**config.mk**
```make
export PLATFORM = sky130hd
export DESIGN_NAME = uart_cmd_top
export DESIGN_NICKNAME = d
export VERILOG_FILES = /design/src/logic/uart_pkg.sv /design/src/logic/uart_cmd_fsm.sv /design/src/logic/uart_cmd_top.sv /design/src/logic/uart_rx.sv /design/src/logic/uart_tx.sv
export SDC_FILE = /design/constraint.sdc
export NUM_CORES = 1
export LEC_CHECK = 0
export ABC_AREA = 1
export BUFFER_PORTS_ARGS = -buffer_cell sky130_fd_sc_hd__buf_2
export CAP_MARGIN = 15
export CELL_PAD_IN_SITES_DETAIL_PLACEMENT = 2
export CELL_PAD_IN_SITES_GLOBAL_PLACEMENT = 2
export CORE_ASPECT_RATIO = 0.9
export CORE_UTILIZATION = 37
export DETAILED_ROUTE_END_ITERATION = 7
export PLACE_DENSITY = 0.9
export SLEW_MARGIN = 15
export SYNTH_ARGS = -nofsm -noshare
export SYNTH_HDL_FRONTEND = slang
export SYNTH_HIERARCHICAL = 1
export SYNTH_SLANG_ARGS = --single-unit
```
**constraint.sdc**
```tcl
create_clock -name clk -period 2.7 [get_ports clk]
set_input_delay 0.81 -clock clk [delete_from_list [all_inputs] [get_ports clk]]
set_output_delay 0.81 -clock clk [all_outputs]
set_load 0.1 [all_outputs]
```
**src/logic/uart_pkg.sv**
```systemverilog
`default_nettype none

package uart_pkg;

  // Line timing, sim rate
  localparam int CLKS_PER_BIT = 8;
  localparam int FRAME_BITS   = 11;   // Start, 8 data, parity, stop
  localparam int GAP_CYCLES   = 16;
  localparam int RESP_TIMEOUT = 40 * CLKS_PER_BIT;

  // Counter widths
  localparam int BAUD_CNT_W = $clog2(CLKS_PER_BIT);
  localparam int BIT_CNT_W  = $clog2(FRAME_BITS);
  localparam int WAIT_CNT_W = $clog2(RESP_TIMEOUT);

  // Host command, upper byte goes out first
  typedef struct packed {
    logic       write;
    logic [6:0] addr;
    logic [7:0] data;
  } uart_cmd_t;

  // Read answer returned to the host
  typedef struct packed {
    logic [7:0] data;
    logic       parity_err;
    logic       timeout;   // No frame came back
  } read_rsp_t;

  // Even parity bit for one data byte
  function automatic logic even_parity(input logic [7:0] b);
    logic p;
    p = ^b;
    return p;
  endfunction

endpackage

`default_nettype wire

```
**src/logic/uart_cmd_fsm.sv**
```systemverilog
`default_nettype none

module uart_cmd_fsm (
  input  wire logic                clk,
  input  wire logic                rst_n,
  input  wire uart_pkg::uart_cmd_t cmd_in,
  input  wire logic                cmd_vld,
  input  wire logic                tx_done,
  input  wire logic                rx_vld,
  input  wire logic [7:0]          rx_byte,
  input  wire logic                rx_parity_err,
  output logic                     cmd_rdy,
  output logic                     tx_start,
  output logic [7:0]               tx_byte,
  output logic                     read_rdy,
  output uart_pkg::read_rsp_t      read_data
);

  import uart_pkg::*;

  typedef enum logic [2:0] {
    S_IDLE,
    S_ADDR,   // Upper byte on the line
    S_GAP,
    S_DATA,   // Lower byte of a write
    S_WAIT,   // Read answer or timeout
    S_RESP
  } seq_state_t;

  seq_state_t            state;
  uart_cmd_t             cmd_q;
  logic [WAIT_CNT_W-1:0] wait_cnt;   // Gap and timeout share it
  logic                  accept;
  logic                  gap_end;
  logic                  timeout;

  assign cmd_rdy  = state == S_IDLE;
  assign read_rdy = state == S_RESP;
  assign accept   = cmd_vld && cmd_rdy;
  assign gap_end  = wait_cnt == WAIT_CNT_W'(GAP_CYCLES - 1);
  assign timeout  = wait_cnt == WAIT_CNT_W'(RESP_TIMEOUT - 1);

  always_ff @(posedge clk or negedge rst_n)
  begin
    if (!rst_n)
    begin
      state    <= S_IDLE;
      wait_cnt <= '0;
      tx_start <= 1'b0;
    end
    else
    begin
      tx_start <= 1'b0;
      case (state)
        S_IDLE:
        begin
          if (accept)
          begin
            tx_start <= 1'b1;   // Start bit on the following edge
            state    <= S_ADDR;
          end
        end
        S_ADDR:
        begin
          if (tx_done)
          begin
            wait_cnt <= '0;
            state    <= cmd_q.write ? S_GAP : S_WAIT;
          end
        end
        S_GAP:
        begin
          if (gap_end)
          begin
            tx_start <= 1'b1;
            state    <= S_DATA;
          end
          else
            wait_cnt <= wait_cnt + 1'b1;
        end
        S_DATA:
        begin
          if (tx_done)
            state <= S_IDLE;
        end
        S_WAIT:
        begin
          if (rx_vld || timeout)
            state <= S_RESP;
          else
            wait_cnt <= wait_cnt + 1'b1;
        end
        S_RESP:
          state <= S_IDLE;   // One-cycle read_rdy
        default:
          state <= S_IDLE;
      endcase
    end
  end

  // Command, outgoing byte and answer
  always_ff @(posedge clk)
  begin
    if (accept)
    begin
      cmd_q   <= cmd_in;
      tx_byte <= {cmd_in.write, cmd_in.addr};
    end
    if (state == S_GAP && gap_end)
      tx_byte <= cmd_q.data;
    if (state == S_WAIT)
    begin
      if (rx_vld)
        read_data <= '{data: rx_byte, parity_err: rx_parity_err, timeout: 1'b0};
      else if (timeout)
        read_data <= '{data: 8'h00, parity_err: 1'b0, timeout: 1'b1};
    end
  end

endmodule

`default_nettype wire

```
**src/logic/uart_cmd_top.sv**
```systemverilog
`default_nettype none

module uart_cmd_top (
  input  wire logic                clk,
  input  wire logic                rst_n,
  input  wire uart_pkg::uart_cmd_t cmd_in,
  input  wire logic                cmd_vld,
  output logic                     cmd_rdy,
  input  wire logic                rx,
  output logic                     tx,
  output logic                     read_rdy,
  output uart_pkg::read_rsp_t      read_data
);

  logic       tx_start;
  logic       tx_done;
  logic [7:0] tx_byte;
  logic       rx_vld;
  logic       rx_parity_err;
  logic [7:0] rx_byte;

  uart_cmd_fsm uart_cmd_fsm_i (
    .clk           (clk),
    .rst_n         (rst_n),
    .cmd_in        (cmd_in),
    .cmd_vld       (cmd_vld),
    .tx_done       (tx_done),
    .rx_vld        (rx_vld),
    .rx_byte       (rx_byte),
    .rx_parity_err (rx_parity_err),
    .cmd_rdy       (cmd_rdy),
    .tx_start      (tx_start),
    .tx_byte       (tx_byte),
    .read_rdy      (read_rdy),
    .read_data     (read_data)
  );

  uart_tx uart_tx_i (
    .clk      (clk),
    .rst_n    (rst_n),
    .tx_start (tx_start),
    .tx_byte  (tx_byte),
    .tx       (tx),
    .tx_busy  (),   // Sequencer tracks frames by tx_done
    .tx_done  (tx_done)
  );

  // Free running, sequencer filters the frames
  uart_rx uart_rx_i (
    .clk           (clk),
    .rst_n         (rst_n),
    .rx            (rx),
    .rx_vld        (rx_vld),
    .rx_byte       (rx_byte),
    .rx_parity_err (rx_parity_err)
  );

endmodule

`default_nettype wire

```
**src/logic/uart_rx.sv**
```systemverilog
`default_nettype none

module uart_rx (
  input  wire logic clk,
  input  wire logic rst_n,
  input  wire logic rx,
  output logic       rx_vld,
  output logic [7:0] rx_byte,
  output logic       rx_parity_err
);

  import uart_pkg::*;

  typedef enum logic [1:0] {
    RX_IDLE,
    RX_START,   // Waiting for start bit middle
    RX_BITS,    // Data, parity, stop
    RX_TAIL     // Half bit after stop sample
  } rx_state_t;

  rx_state_t             state;
  logic                  rx_meta;
  logic                  rx_sync;
  logic                  rx_prev;
  logic [BAUD_CNT_W-1:0] baud_cnt;
  logic [BIT_CNT_W-1:0]  bit_cnt;
  logic [7:0]            data_q;
  logic                  par_q;
  logic                  half_bit;
  logic                  full_bit;

  assign half_bit = baud_cnt == BAUD_CNT_W'(CLKS_PER_BIT / 2 - 1);
  assign full_bit = baud_cnt == BAUD_CNT_W'(CLKS_PER_BIT - 1);
  assign rx_byte  = data_q;

  // Two-flop synchronizer plus one stage for the edge
  always_ff @(posedge clk or negedge rst_n)
  begin
    if (!rst_n)
    begin
      rx_meta <= 1'b1;
      rx_sync <= 1'b1;
      rx_prev <= 1'b1;
    end
    else
    begin
      rx_meta <= rx;
      rx_sync <= rx_meta;
      rx_prev <= rx_sync;
    end
  end

  always_ff @(posedge clk or negedge rst_n)
  begin
    if (!rst_n)
    begin
      state         <= RX_IDLE;
      baud_cnt      <= '0;
      bit_cnt       <= '0;
      rx_vld        <= 1'b0;
      rx_parity_err <= 1'b0;
    end
    else
    begin
      rx_vld <= 1'b0;
      case (state)
        RX_IDLE:
        begin
          if (rx_prev && !rx_sync)   // Falling edge
          begin
            baud_cnt <= '0;
            state    <= RX_START;
          end
        end
        RX_START:
        begin
          if (half_bit)
          begin
            baud_cnt <= '0;
            bit_cnt  <= '0;
            state    <= rx_sync ? RX_IDLE : RX_BITS;   // Glitch goes back
          end
          else
            baud_cnt <= baud_cnt + 1'b1;
        end
        RX_BITS:
        begin
          if (full_bit)
          begin
            baud_cnt <= '0;
            bit_cnt  <= bit_cnt + 1'b1;
            if (bit_cnt == BIT_CNT_W'(FRAME_BITS - 2))
            begin
              // Low stop bit also reported as parity error
              rx_parity_err <= (par_q != even_parity(data_q)) || !rx_sync;
              state         <= RX_TAIL;
            end
          end
          else
            baud_cnt <= baud_cnt + 1'b1;
        end
        RX_TAIL:
        begin
          if (half_bit)
          begin
            rx_vld <= 1'b1;
            state  <= RX_IDLE;
          end
          else
            baud_cnt <= baud_cnt + 1'b1;
        end
        default:
          state <= RX_IDLE;
      endcase
    end
  end

  // Sampled payload
  always_ff @(posedge clk)
  begin
    if (state == RX_BITS && full_bit)
    begin
      if (bit_cnt < BIT_CNT_W'(8))
        data_q <= {rx_sync, data_q[7:1]};   // LSB first
      else if (bit_cnt == BIT_CNT_W'(FRAME_BITS - 3))
        par_q <= rx_sync;
    end
  end

endmodule

`default_nettype wire

```
**src/logic/uart_tx.sv**
```systemverilog
`default_nettype none

module uart_tx (
  input  wire logic       clk,
  input  wire logic       rst_n,
  input  wire logic       tx_start,
  input  wire logic [7:0] tx_byte,
  output logic            tx,
  output logic            tx_busy,
  output logic            tx_done
);

  import uart_pkg::*;

  logic [FRAME_BITS-1:0] shift_q;   // Bit 0 is on the line
  logic [BAUD_CNT_W-1:0] baud_cnt;
  logic [BIT_CNT_W-1:0]  bit_cnt;
  logic                  bit_end;

  // Last cycle of the current bit
  assign bit_end = tx_busy && (baud_cnt == BAUD_CNT_W'(CLKS_PER_BIT - 1));

  // Last cycle of the stop bit
  assign tx_done = bit_end && (bit_cnt == BIT_CNT_W'(FRAME_BITS - 1));

  assign tx = shift_q[0];

  always_ff @(posedge clk or negedge rst_n)
  begin
    if (!rst_n)
    begin
      shift_q  <= '1;   // Line idles high
      baud_cnt <= '0;
      bit_cnt  <= '0;
      tx_busy  <= 1'b0;
    end
    else if (!tx_busy)
    begin
      if (tx_start)
      begin
        // Stop, parity, data LSB first, start
        shift_q  <= {1'b1, even_parity(tx_byte), tx_byte, 1'b0};
        baud_cnt <= '0;
        bit_cnt  <= '0;
        tx_busy  <= 1'b1;
      end
    end
    else if (bit_end)
    begin
      baud_cnt <= '0;
      if (tx_done)
      begin
        tx_busy <= 1'b0;   // Stop bit already high, stays on the line
      end
      else
      begin
        shift_q <= {1'b1, shift_q[FRAME_BITS-1:1]};   // Fill with idle ones
        bit_cnt <= bit_cnt + 1'b1;
      end
    end
    else
    begin
      baud_cnt <= baud_cnt + 1'b1;
    end
  end

endmodule

`default_nettype wire

```
# Word level (Yosys, flattened, before mapping)
# Cells that the tools add are included.
# totals
ff_bits,82
inputBits,20
output_inout_bits,13
elab_cells,140
# classes
n_addsub,5
magnitude_cmp,1
eq_ne,32
muxes,50
bitwise,1
n_reduce_logical,28
# op_table
cell,n
two-way mux 11 bit,4
two-way mux 3 bit,13
two-way mux 9 bit,3
case mux 9 bit (3 select lines),1
two-way mux 4 bit,6
two-way mux 10 bit,2
two-way mux 8 bit,2
"inequality test 2 bit, second input constant",8
XOR reduction 8 bit,2
case mux 3 bit (5 select lines),1
"inequality test 2 x 1 -> 1 bit, second input constant",7
"equality test 3 bit, second input constant",4
"equality test 4 bit, second input constant",3
two-way mux 2 bit,6
case mux 3 bit (4 select lines),1
AND reduction 3 bit,4
AND reduction 5 bit,2
"adder 9 x 1 -> 9 bit, second input constant",1
"equality test 3 x 2 -> 1 bit, second input constant",3
"equality test 9 x 4 -> 1 bit, second input constant",1
"equality test 9 bit, second input constant",1
"adder 4 x 1 -> 4 bit, second input constant",2
two-way mux 1 bit,8
case mux 2 bit (4 select lines),1
18 further kinds,31

# Logic depth before layout (Yosys ltp)
# Gate-level depths: netlist of the first run.
# depth
ltp_word,6
ltp_mapped,11
depth_no_buf,11

# Modules after synthesis
# The synthesis of the first run kept the hierarchy.
# by_module_without_submodules
module,n_inst,cells_each,area_each_um2,seq_area_each_um2
uart_cmd_fsm,1,204,1853.0,1136.1
uart_rx,1,122,1133.6,624.3
uart_tx,1,141,1116.1,462.9

# Worst setup path after synthesis of the first run
# No wires, ideal clock.
# synth_timing
path_kind,reg-to-output
from,register uart_cmd_fsm_i.state[2]
to,output read_rdy
t_arrival_ps,2504
t_required_ps,1890
path_slack_ps,-614
path_stages_with_launch,3
n_path_buf,0
cell_sequence,dfrtp_1 inv_1 nor3_1
# synth_via
elab_chain_cells,1
# synth_rtl
item,line,text
"start, declared",uart_cmd_fsm.sv:30,seq_state_t state;
"start signal, assigned",uart_cmd_fsm.sv:68,state <= cmd_q.write ? S_GAP : S_WAIT;
equality test 3 bit,uart_cmd_fsm.sv:38,assign read_rdy = state == S_RESP;
"end, declared",uart_cmd_top.sv:11,"output logic read_rdy,"
# No other way between the ends.

# Worst setup path in the final report of the first run
# layout_timing
from,register uart_cmd_fsm_i.state[1]
to,output cmd_rdy
# layout_via
elab_chain_cells,1
# layout_rtl
item,line,text
logical NOT 3 bit,uart_cmd_fsm.sv:37,assign cmd_rdy = state == S_IDLE;
"end, declared",uart_cmd_top.sv:8,"output logic cmd_rdy,"
# No other way between the ends.

==> results_dict.tcl, run 1 <==
set metrics [dict create \
    hold_path.class "reg -> reg" \
    crit_arrival_ps 1660 \
    grt_pass1_vias 3779 \
    core_um2 10810 \
    drive_gt1_frac 0.1816 \
    seq_power_share 0.412 \
    cts_tree "yes" \
    final_util 0.4356 \
    via_per_inst 5.158 \
    syn-num-nets 498 \
    setup_tns_ps 0 \
    ys_types 35 \
    status "finished clean" \
    cts_sinks 81 \
    slowest_stage "buf_2" \
    crit_path_start "uart_cmd_fsm_i/state[1]" \
    cpPeakStageDelay_ps 460 \
    worstReg2RegStart "uart_cmd_fsm_i/wait_cnt[0]" \
    yosys.area_share.adder 0.03355 \
    post-route-drc-count 0 \
    avgSynthCellArea_um2 8.785 \
    finalClockSkew_ps 7.816 \
    p_int_uw 2384 \
    cts_max_path_buffers 2 \
    p_sw_frac 0.3658 \
    drt-initial-drc-count 112 \
    ctsResizeCount 0 \
    tightest_slew_ps 1003 \
    final_common_cell "nand2_1" \
    rsz0062_at_grt "no" \
    fillers 1216 \
    hold_viol 0 \
    post_cts_buffers 0 \
    vias 3327 \
    max_cap_viol_count 0 \
    finalSetupViolCount 0 \
    die_h_um 101.9 \
    min_from "uart_rx_i/rx_meta" \
    synthXorXnorAreaFrac 0.01067 \
    place_congestion 0.7684 \
    io_pins 33 \
    dp.cells 629 \
    crit_fanout 4 \
    antenna_found_initial 0 \
    crit_path_end_kind "output port" \
    clkLatencyLatePin_ps 350 \
    synthCells 467 \
    worstSetupPathType "reg -> out" \
    period_share 0.9152 \
    cts_root_buf "clkbuf_16" \
    worst_slack_ps 228.9 \
    power_density_nw_per_um2 798.1 \
    ys_warn_count 6 \
    ys_seq_area_frac 0.5419 \
    leakage_uw 0.002357 \
    path_cells "inv_1 > nand2_1 > nor2_2 > buf_2" \
    slew_violations 0 \
    synthMuxAreaShare 0 \
    fmax_mhz 404.7 \
    ant_nets 0 \
    maxSlewHeadroom 0.3288 \
    power_switching_uw 1375 \
    synth_top_family_by_area "simple AND/OR/NAND/NOR gates" \
    start_util 0.3795 \
    comb_power_share 0.253 \
    wl_per_cell_um 18.98 \
    area_growth_pct 14.79 \
    grt_max_degree 46 \
    crit_path_start_kind "flip-flop" \
    fin_cells 645 \
    grt_usage 0.2350 \
    synth-compound-area-share 0.05032 \
    grt_overflow 0 \
    multi_input_area_um2 1559 \
    netlist_area_um2 4103 \
    die_area_um2 11510 \
    fin_nets 538 \
    cts_made_buffers 9 \
    seq_area_um2 2223 \
    grt_first_pass_wirelength_um 19980 \
    io_buffers 32 \
    cts.clk_slew.worst_paths_ps 70 \
    pwr-share-clk 0.335 \
    cts_hold_buf 0 \
    most-common-layout-cells "nand2_1 (168), inv_1 (70), edfxtp_1 (36)" \
    synth-seq-cells 81 \
    dpl.hpwl_um 8975 \
    synthSimpleGateAreaFrac 0.2836 \
    cts.htree.levels 3 \
    period_needed_ps 2471 \
    required_ps 1890 \
    row_count 36 \
    die_x_um 113.0 \
    first_pass_iters 5 \
    vdd_ir_drop_max_mv 0.4102 \
    diodes 0 \
    post-place-ws_ps 315.1 \
    routed_wl_um 12240 \
]
[through the flow]
| stage | cell area, um2 | power [uW] | hold WS, ps |
|---|---|---|---|
| global placement | 4407 | 2377 | 346.8 |
| CTS | 4710 | 3789 | 365.4 |
| floorplan | 4110 | 2175 | 345.2 |
| global route | 4710 | 3935 | 366.0 |
| finish | 4710 | 3759 | 363.9 |
| detailed placement | 4407 | 2502 | 355.5 |
[logic make-up after synthesis]
group,Yosys count
compound gates,34
simple gates,256
flops,81
fa+ha+maj,11
xor+xnor,5
buf+inv,80
[synth_stat cells]
library cell  instances  area share
or2_0                 1      0.0015
nand3_1              31       0.038
buf_6                 3      0.0082
nand2_4               4       0.011
or2_2                 2      0.0030
inv_1                70       0.064
or2_4                 1      0.0021
nand2_2               1      0.0015
xor2_1                2      0.0043
a22o_1                2      0.0043
nor2_2                2      0.0030
nand3_2               2      0.0049
o21ai_2               2      0.0043
nand4_1               5      0.0076
nor2_4                6       0.016
nor4_1                2      0.0030
xnor2_1               3      0.0064
and3_1                1      0.0015
inv_2                 5      0.0046
nor2_8                1      0.0049
nor3_1                6      0.0073
a31o_2                1      0.0021
dfrtp_1              32        0.20
o21ai_0              17       0.021
ha_1                 11       0.034
nor2_1               22       0.020
o211ai_1              7       0.013
o21ai_1               1      0.0012
clkbuf_1              1     0.00091
edfxtp_1             36        0.26
nor3_4                1      0.0040
clkinv_4              1      0.0021
nand2_1             168        0.15
a21oi_1               4      0.0049
dfstp_2              13       0.083
[sequential cells by signal (all words and copies together) (netlist names), 3 cells and up, named ones only]
signal	count
uart_cmd_fsm_i/read_data	10
uart_tx_i/bit_cnt	4
uart_cmd_fsm_i/tx_byte	8
uart_cmd_fsm_i/cmd_q	9
uart_cmd_fsm_i/state	3
uart_rx_i/baud_cnt	3
uart_rx_i/rx_byte	8
uart_tx_i/shift_q	10
uart_tx_i/baud_cnt	3
uart_rx_i/bit_cnt	4
uart_cmd_fsm_i/wait_cnt	9
[routing by layer]
layer  GRT usage  vias to the layer above  part of all wire
met2      0.4425                       47              0.54
met1      0.2575                     1683              0.40
met4      0.1174                        0             0.031
met5           0                        -                 0
li1            -                     1566                 -
met3     0.04330                       31             0.029
[power by group through the flow]
stage / clock network (uW) / logic [uW] / registers [uW]
CTS: 1280 / 954 / 1550
finish: 1260 / 952 / 1550
floorplan: 0 / 646 / 1530
detailed placement: 0 / 931 / 1570
global placement: 0 / 831 / 1550
global route: 1330 / 1040 / 1560
[critical path, delay by kind of cell, from the launching register on]
kind,cells,cell delay (ps)
buf+inv,2,620
flops,1,440
simple gates,2,250
[final cells by class]
cell class	instances	share of cell area
Sequential cell	81	0.4721
Multi-Input combinational cell	306	0.3310
Inverter	76	0.06164
Clock buffer	9	0.04782
Timing Repair Buffer	33	0.03560
Tap cell	133	0.03533
Clock inverter	7	0.01647
[worst paths after layout]
kind                                          endpoint  slack, ps  cells past startpoint
max                                            cmd_rdy        230                      4
min                                  uart_rx_i/rx_sync        360                      0
max reg2reg                uart_cmd_fsm_i/read_data[1]        240                      7
min reg2reg                          uart_rx_i/rx_sync        360                      0
max in group asynchronous         uart_rx_i/bit_cnt[2]       1740                      2
min in group asynchronous         uart_tx_i/bit_cnt[2]        550                      2
(Power assumes the default switching activity.)
==> run 2: changes to the inputs <==
ABC_AREA = default   (was 1)
CAP_MARGIN = 20   (was 15)
CORE_UTILIZATION = 41   (was 37)
PLACE_DENSITY = default   (was 0.9)
PLACE_DENSITY_LB_ADDON = 0.08   (was default)
==> run 2 against run 1 <==
  * Sequential share of layout area grew 4.5 points
  * Worst hold slack barely moved
  * Die area shrank 16%
  * Largest power group unchanged
  * Routed wire length is 32% lower
  * Non-clock buffer count is 5 higher
  * Worst setup slack improved by 40 ps
  * Largest cell class unchanged
  * Critical endpoint is now read_rdy
  * Combinational power decreased by 75%
==> results_dict.tcl, run 2 <==
set metrics [dict create \
    status "finished clean" \
    post_cts_buffers 0 \
    synth_top_area_share 0.2825 \
    core_um2 9084 \
    yosys.area_share.adder 0.03597 \
    synth-compound-area-share 0.1040 \
    tightest_slew_ps 602.3 \
    use_met1 0.2271 \
    synth_edf_count 36 \
    synthMuxAreaShare 0.05330 \
    die_x_um 103.8 \
    drt-initial-drc-count 41 \
    routed_wl_um 8354 \
    yosysMostFrequentCell "edfxtp_1" \
    required_ps 1890 \
    worstSetupPathType "reg -> out" \
    synth.largest_area_cell "edfxtp_1" \
    ctsResizeCount 0 \
    power_density_nw_per_um2 581.7 \
    die_h_um 93.65 \
    top_regs "uart_cmd_fsm_i/read_data x10, uart_tx_i/shift_q x10" \
    most-common-layout-cells "edfxtp_1 (36), nor2_1 (34), buf_2 (32), dfrtp_1 (32), nand2_1 (18)" \
    avgSynthCellArea_um2 12.22 \
    rsz0062_at_grt "no" \
    leakage_uw 0.001800 \
    cts_sinks 81 \
    synth_top_family_by_area "simple AND/OR/NAND/NOR gates" \
    period_share 0.9005 \
    fin_nets 381 \
    clkLatencyLatePin_ps 350 \
    synthXorXnorAreaFrac 0.04709 \
    wl_per_cell_um 17.51 \
    cts_max_path_buffers 2 \
    grt_usage 0.1874 \
    grt_overflow 0 \
    fmax_mhz 411.3 \
    async_reset_ff_frac 0.5556 \
    finalClockSkew_ps 9.743 \
    synth_area_leaders "edfxtp_1 (28%), dfrtp_1 (21%), dfstp_2 (8.9%)" \
    use_met2 0.3267 \
    vias 2485 \
    vdd_ir_drop_max_mv 0.3268 \
    cts_root_buf "clkbuf_8" \
    finalSetupViolCount 0 \
    first_pass_iters 4 \
    post-place-ws_ps 441.6 \
    die_area_um2 9723 \
    crit_arrival_ps 1620 \
    place_congestion 0.7704 \
    netlist_area_um2 3826 \
    dpl.hpwl_um 6166 \
    via_per_inst 5.210 \
    cts.htree.levels 3 \
    antenna_found_initial 0 \
    netlist_top_cells_count "edfxtp_1 (36), nor2_1 (34), dfrtp_1 (32), nand2_1 (18), dfstp_2 (13)" \
    hold_viol 0 \
    crit_path_start_kind "flip-flop" \
    synthSimpleGateAreaFrac 0.1445 \
    synth-main-ff-cell "edfxtp_1" \
    post-route-drc-count 0 \
    io_pins 33 \
    syn-num-nets 344 \
    ant_nets 0 \
    crit_fanout 13 \
    grt_first_pass_wirelength_um 13860 \
    slew_violations 0 \
    ys_types 53 \
    synth-seq-cells 81 \
    grt_pass1_vias 2648 \
    diodes 0 \
    crit_path_end_kind "output port" \
    reg2reg_slack_ps 420 \
    dpl_cell_area_um2 4101 \
    synthCells 313 \
    hold_path.class "reg -> reg" \
    cts_tree "yes" \
    grt_max_degree 26 \
    design_area_um2 4300 \
    ys_warn_count 6 \
    period_needed_ps 2431 \
    power_uw 2501 \
    worst_slack_ps 268.8 \
    cts_made_buffers 9 \
    grtUsageMet3 0.05436 \
    io_buffers 32 \
    setup_tns_ps 0 \
    drive_gt1_frac 0.2732 \
    start_util 0.4212 \
    final_common_cell "edfxtp_1" \
    max_cap_viol_count 0 \
    maxSlewHeadroom 0.5985 \
    row_count 33 \
    ys_seq_area_frac 0.5811 \
    grt.busiest_layer "met2" \
    area_growth_pct 12.39 \
    cts.clk_slew.worst_paths_ps 90 \
    cts_hold_buf 0 \
]
[run 2: kinds of logic after synthesis]
group / Yosys count
AOI/OAI and AO/OA: 57
xor gates and xnor gates: 19
adders and majority gates: 11
buffers and inverters: 22
DFF: 81
muxes: 18
and+or+nand+nor: 105
[run 2: worst max-delay path, cell delays in order, from the launching register on]
cell	delay, ps
dfrtp_1	610
nor3b_2	230
buf_2	440
[run 2: path summary, 6_finish.rpt]
check / from / to / cells after the start
setup / recovery: uart_cmd_fsm_i/state[2] / read_rdy / 2
hold / removal: uart_rx_i/rx_meta / uart_rx_i/rx_sync / 0
setup reg to reg: uart_tx_i/baud_cnt[0] / uart_cmd_fsm_i/wait_cnt[2] / 9
hold reg to reg: uart_rx_i/rx_meta / uart_rx_i/rx_sync / 0
max in group asynchronous: rst_n / uart_tx_i/shift_q[7] / 2
min in group asynchronous: rst_n / uart_tx_i/baud_cnt[2] / 1
[run 2: where the power goes]
| part | total [uW] | internal [uW] | switching [uW] | leakage [uW] |
|---|---|---|---|---|
| sequential | 1400 | 1340 | 64.6 | 0.000872 |
| clock | 864 | 399 | 465 | 0.0000995 |
| combinational | 236 | 110 | 126 | 0.000829 |
| total | 2500 | 1850 | 655 | 0.00180 |
[run 2: final cells by class]
type,count,area (um2)
clock buffer,10,148.9
clock inverter,6,50.05
fill,936,4783
inverter,10,37.54
multi-input combinational,210,1483
sequential,81,2223
tap,122,152.6
timing repair buffer,38,205.2
[run 2: routing by layer]
metal | wire length [um] | vias up
li1 | - | 1182
met1 | 3724 | 1262
met2 | 4275 | 34
met3 | 277 | 7
met4 | 76 | 0
met5 | 0 | -
[run 2: stage by stage]
| stage | util | hold WS, ps | instances |
|---|---|---|---|
| floorplan | - | 345.2 | 313 |
| global placement | 0.4515 | 346.5 | 461 |
| detailed placement | 0.4515 | 349.4 | 461 |
| CTS | 0.4734 | 365.2 | 477 |
| global route | 0.4734 | 368.3 | 477 |
| finish | 0.4734 | 364.2 | 477 |
==> run 3: changes to the inputs <==
CORE_UTILIZATION = 34   (was 41)
==> run 3 against run 2 <==
  * Maximum frequency shrank 0.35%
  * Clock-buffer cell count shrank 1
  * Worst hold slack gained 0.96 ps
  * Routed wire length grew 3.4%
==> results_dict.tcl, run 3 (synthesis gave the netlist of run 2 again) <==
set metrics [dict create \
    status "finished clean" \
    maxSlewHeadroom 0.5865 \
    start_util 0.3510 \
    power_uw 2949 \
    rsz0062_at_grt "no" \
    multi_input_area_um2 1483 \
    min_path_cells 0 \
    comb_power_share 0.079 \
    die_h_um 102.6 \
    diodes 0 \
    worstSetupPathType "reg -> out" \
    final_util 0.4096 \
    cts_max_path_buffers 2 \
    cts_root_buf "clkbuf_16" \
    hold_path.class "reg -> reg" \
    routed_wl_um 8640 \
    cts_hold_buf 0 \
    power_density_nw_per_um2 660.6 \
    vdd_ir_drop_max_mv 0.2380 \
    leakage_uw 0.001857 \
    final_common_cell "edfxtp_1" \
    die_x_um 113.8 \
    crit_path_start "uart_cmd_fsm_i/state[0]" \
    r2r-end "uart_cmd_fsm_i/wait_cnt[8]" \
    post_cts_buffers 0 \
    setup_tns_ps 0 \
    hold_end "uart_rx_i/rx_sync" \
    drive_gt1_frac 0.2684 \
    pwr-share-clk 0.445 \
    cts_made_buffers 9 \
    r2r_cells 9 \
    crit_path_end_kind "output port" \
    antenna_found_initial 0 \
    core_um2 10900 \
    whs_ps 365.1 \
    hold_viol 0 \
    place_congestion 0.6870 \
    seq_power_share 0.476 \
    cts_tree "yes" \
    row_count 36 \
    vias 2470 \
    io_pins 33 \
    cts_sinks 81 \
    wl_per_cell_um 17.08 \
    p_int_uw 2258 \
    most-common-layout-cells "edfxtp_1 (36), nor2_1 (34), buf_2 (32), dfrtp_1 (32), nand2_1 (18)" \
    finalSetupViolCount 0 \
    power_switching_uw 691.3 \
    drt-initial-drc-count 60 \
    area_growth_pct 16.68 \
    via_per_inst 4.881 \
    io_buffers 32 \
    period_needed_ps 2440 \
    period_share 0.9036 \
    fillers 1154 \
    grt_first_pass_wirelength_um 14230 \
    crit_arrival_ps 1630 \
    reg2reg_slack_ps 420 \
    dpl.hpwl_um 6143 \
    grt_overflow 0 \
    clkLatencyLatePin_ps 340 \
    min_from "uart_rx_i/rx_meta" \
    tightest_slew_ps 620.2 \
    crit_path_start_kind "flip-flop" \
    first_pass_iters 4 \
    slew_violations 0 \
    cts.htree.levels 3 \
    worstReg2RegStart "uart_tx_i/baud_cnt[0]" \
    fin_nets 380 \
    p_sw_frac 0.2344 \
    required_ps 1890 \
    crit_fanout 7 \
    post-route-drc-count 0 \
    grt_max_degree 46 \
    top_regs "uart_cmd_fsm_i/read_data x10, uart_tx_i/shift_q x10" \
    grt_usage 0.1644 \
    max_cap_viol_count 0 \
    grt_pass1_vias 2739 \
    seq_area_um2 2223 \
    die_area_um2 11680 \
    finalClockSkew_ps 3.896 \
    cts.clk_slew.worst_paths_ps 60 \
    fmax_mhz 409.9 \
    ctsResizeCount 0 \
    ant_nets 0 \
]
==> run 3: changes by cell type in the layout (fill, tap and decap cells not counted), sizes merged <==
cell,change
bufinv,+2
inv,-1
clkinvlp,-1
clkbuf,-1
clkinv,+1
buf,-1
==> run 3: per-stage QoR <==
| step | worst slack (ps) | cells | area (um2) |
|---|---|---|---|
| floorplan | 64.04 | 313 | 3836 |
| global placement | 499.2 | 490 | 4144 |
| detailed placement | 371.0 | 490 | 4144 |
| CTS | 228.2 | 506 | 4464 |
| global route | 28.48 | 506 | 4464 |
| finish | 260.3 | 506 | 4464 |
==> run 3: how the worst max path moves through the flow <==
stage | depth (start not counted) | end | slack [ps]
after floorplan | 4 | uart_cmd_fsm_i/tx_byte[0] | 60
after global placement | 9 | uart_cmd_fsm_i/wait_cnt[2] | 500
after detailed placement | 9 | uart_cmd_fsm_i/wait_cnt[8] | 370
after CTS | 3 | read_rdy | 230
after global routing | 9 | uart_cmd_fsm_i/wait_cnt[8] | 30
final | 3 | read_rdy | 260
==> run 3: routing by layer <==
metal	part of all wire	GRT usage	vias to the layer above
met4	0.013	0.05395	0
li1	-	-	1175
met3	0.033	0.05232	8
met1	0.45	0.1948	1265
met5	0	0	-
met2	0.50	0.2861	22
==> run 3: worst max-delay path: stages (launching register included) <==
cell     delay [ps]
dfrtp_1         480
inv_1           170
nor3b_2         190
buf_2           450
==> run 3: power by group through the flow <==
stage          Sequential (uW)  Combinational (uW)  Clock [uW]
2_1_floorplan             1390                 180           0
3_3_place_gp              1430                 225           0
3_5_place_dp              1430                 240           0
4_1_cts                   1410                 240        1350
5_1_grt                   1420                 275        1400
6_report                  1410                 233        1310
==> run 3: final cells by class <==
cell class	count	share of cell area
Clock buffer	9	0.05045
Clock inverter	7	0.02130
Multi-Input combinational cell	210	0.3321
Timing Repair Buffer	37	0.04709
Inverter	10	0.008408
Tap cell	152	0.04260
Sequential cell	81	0.4980
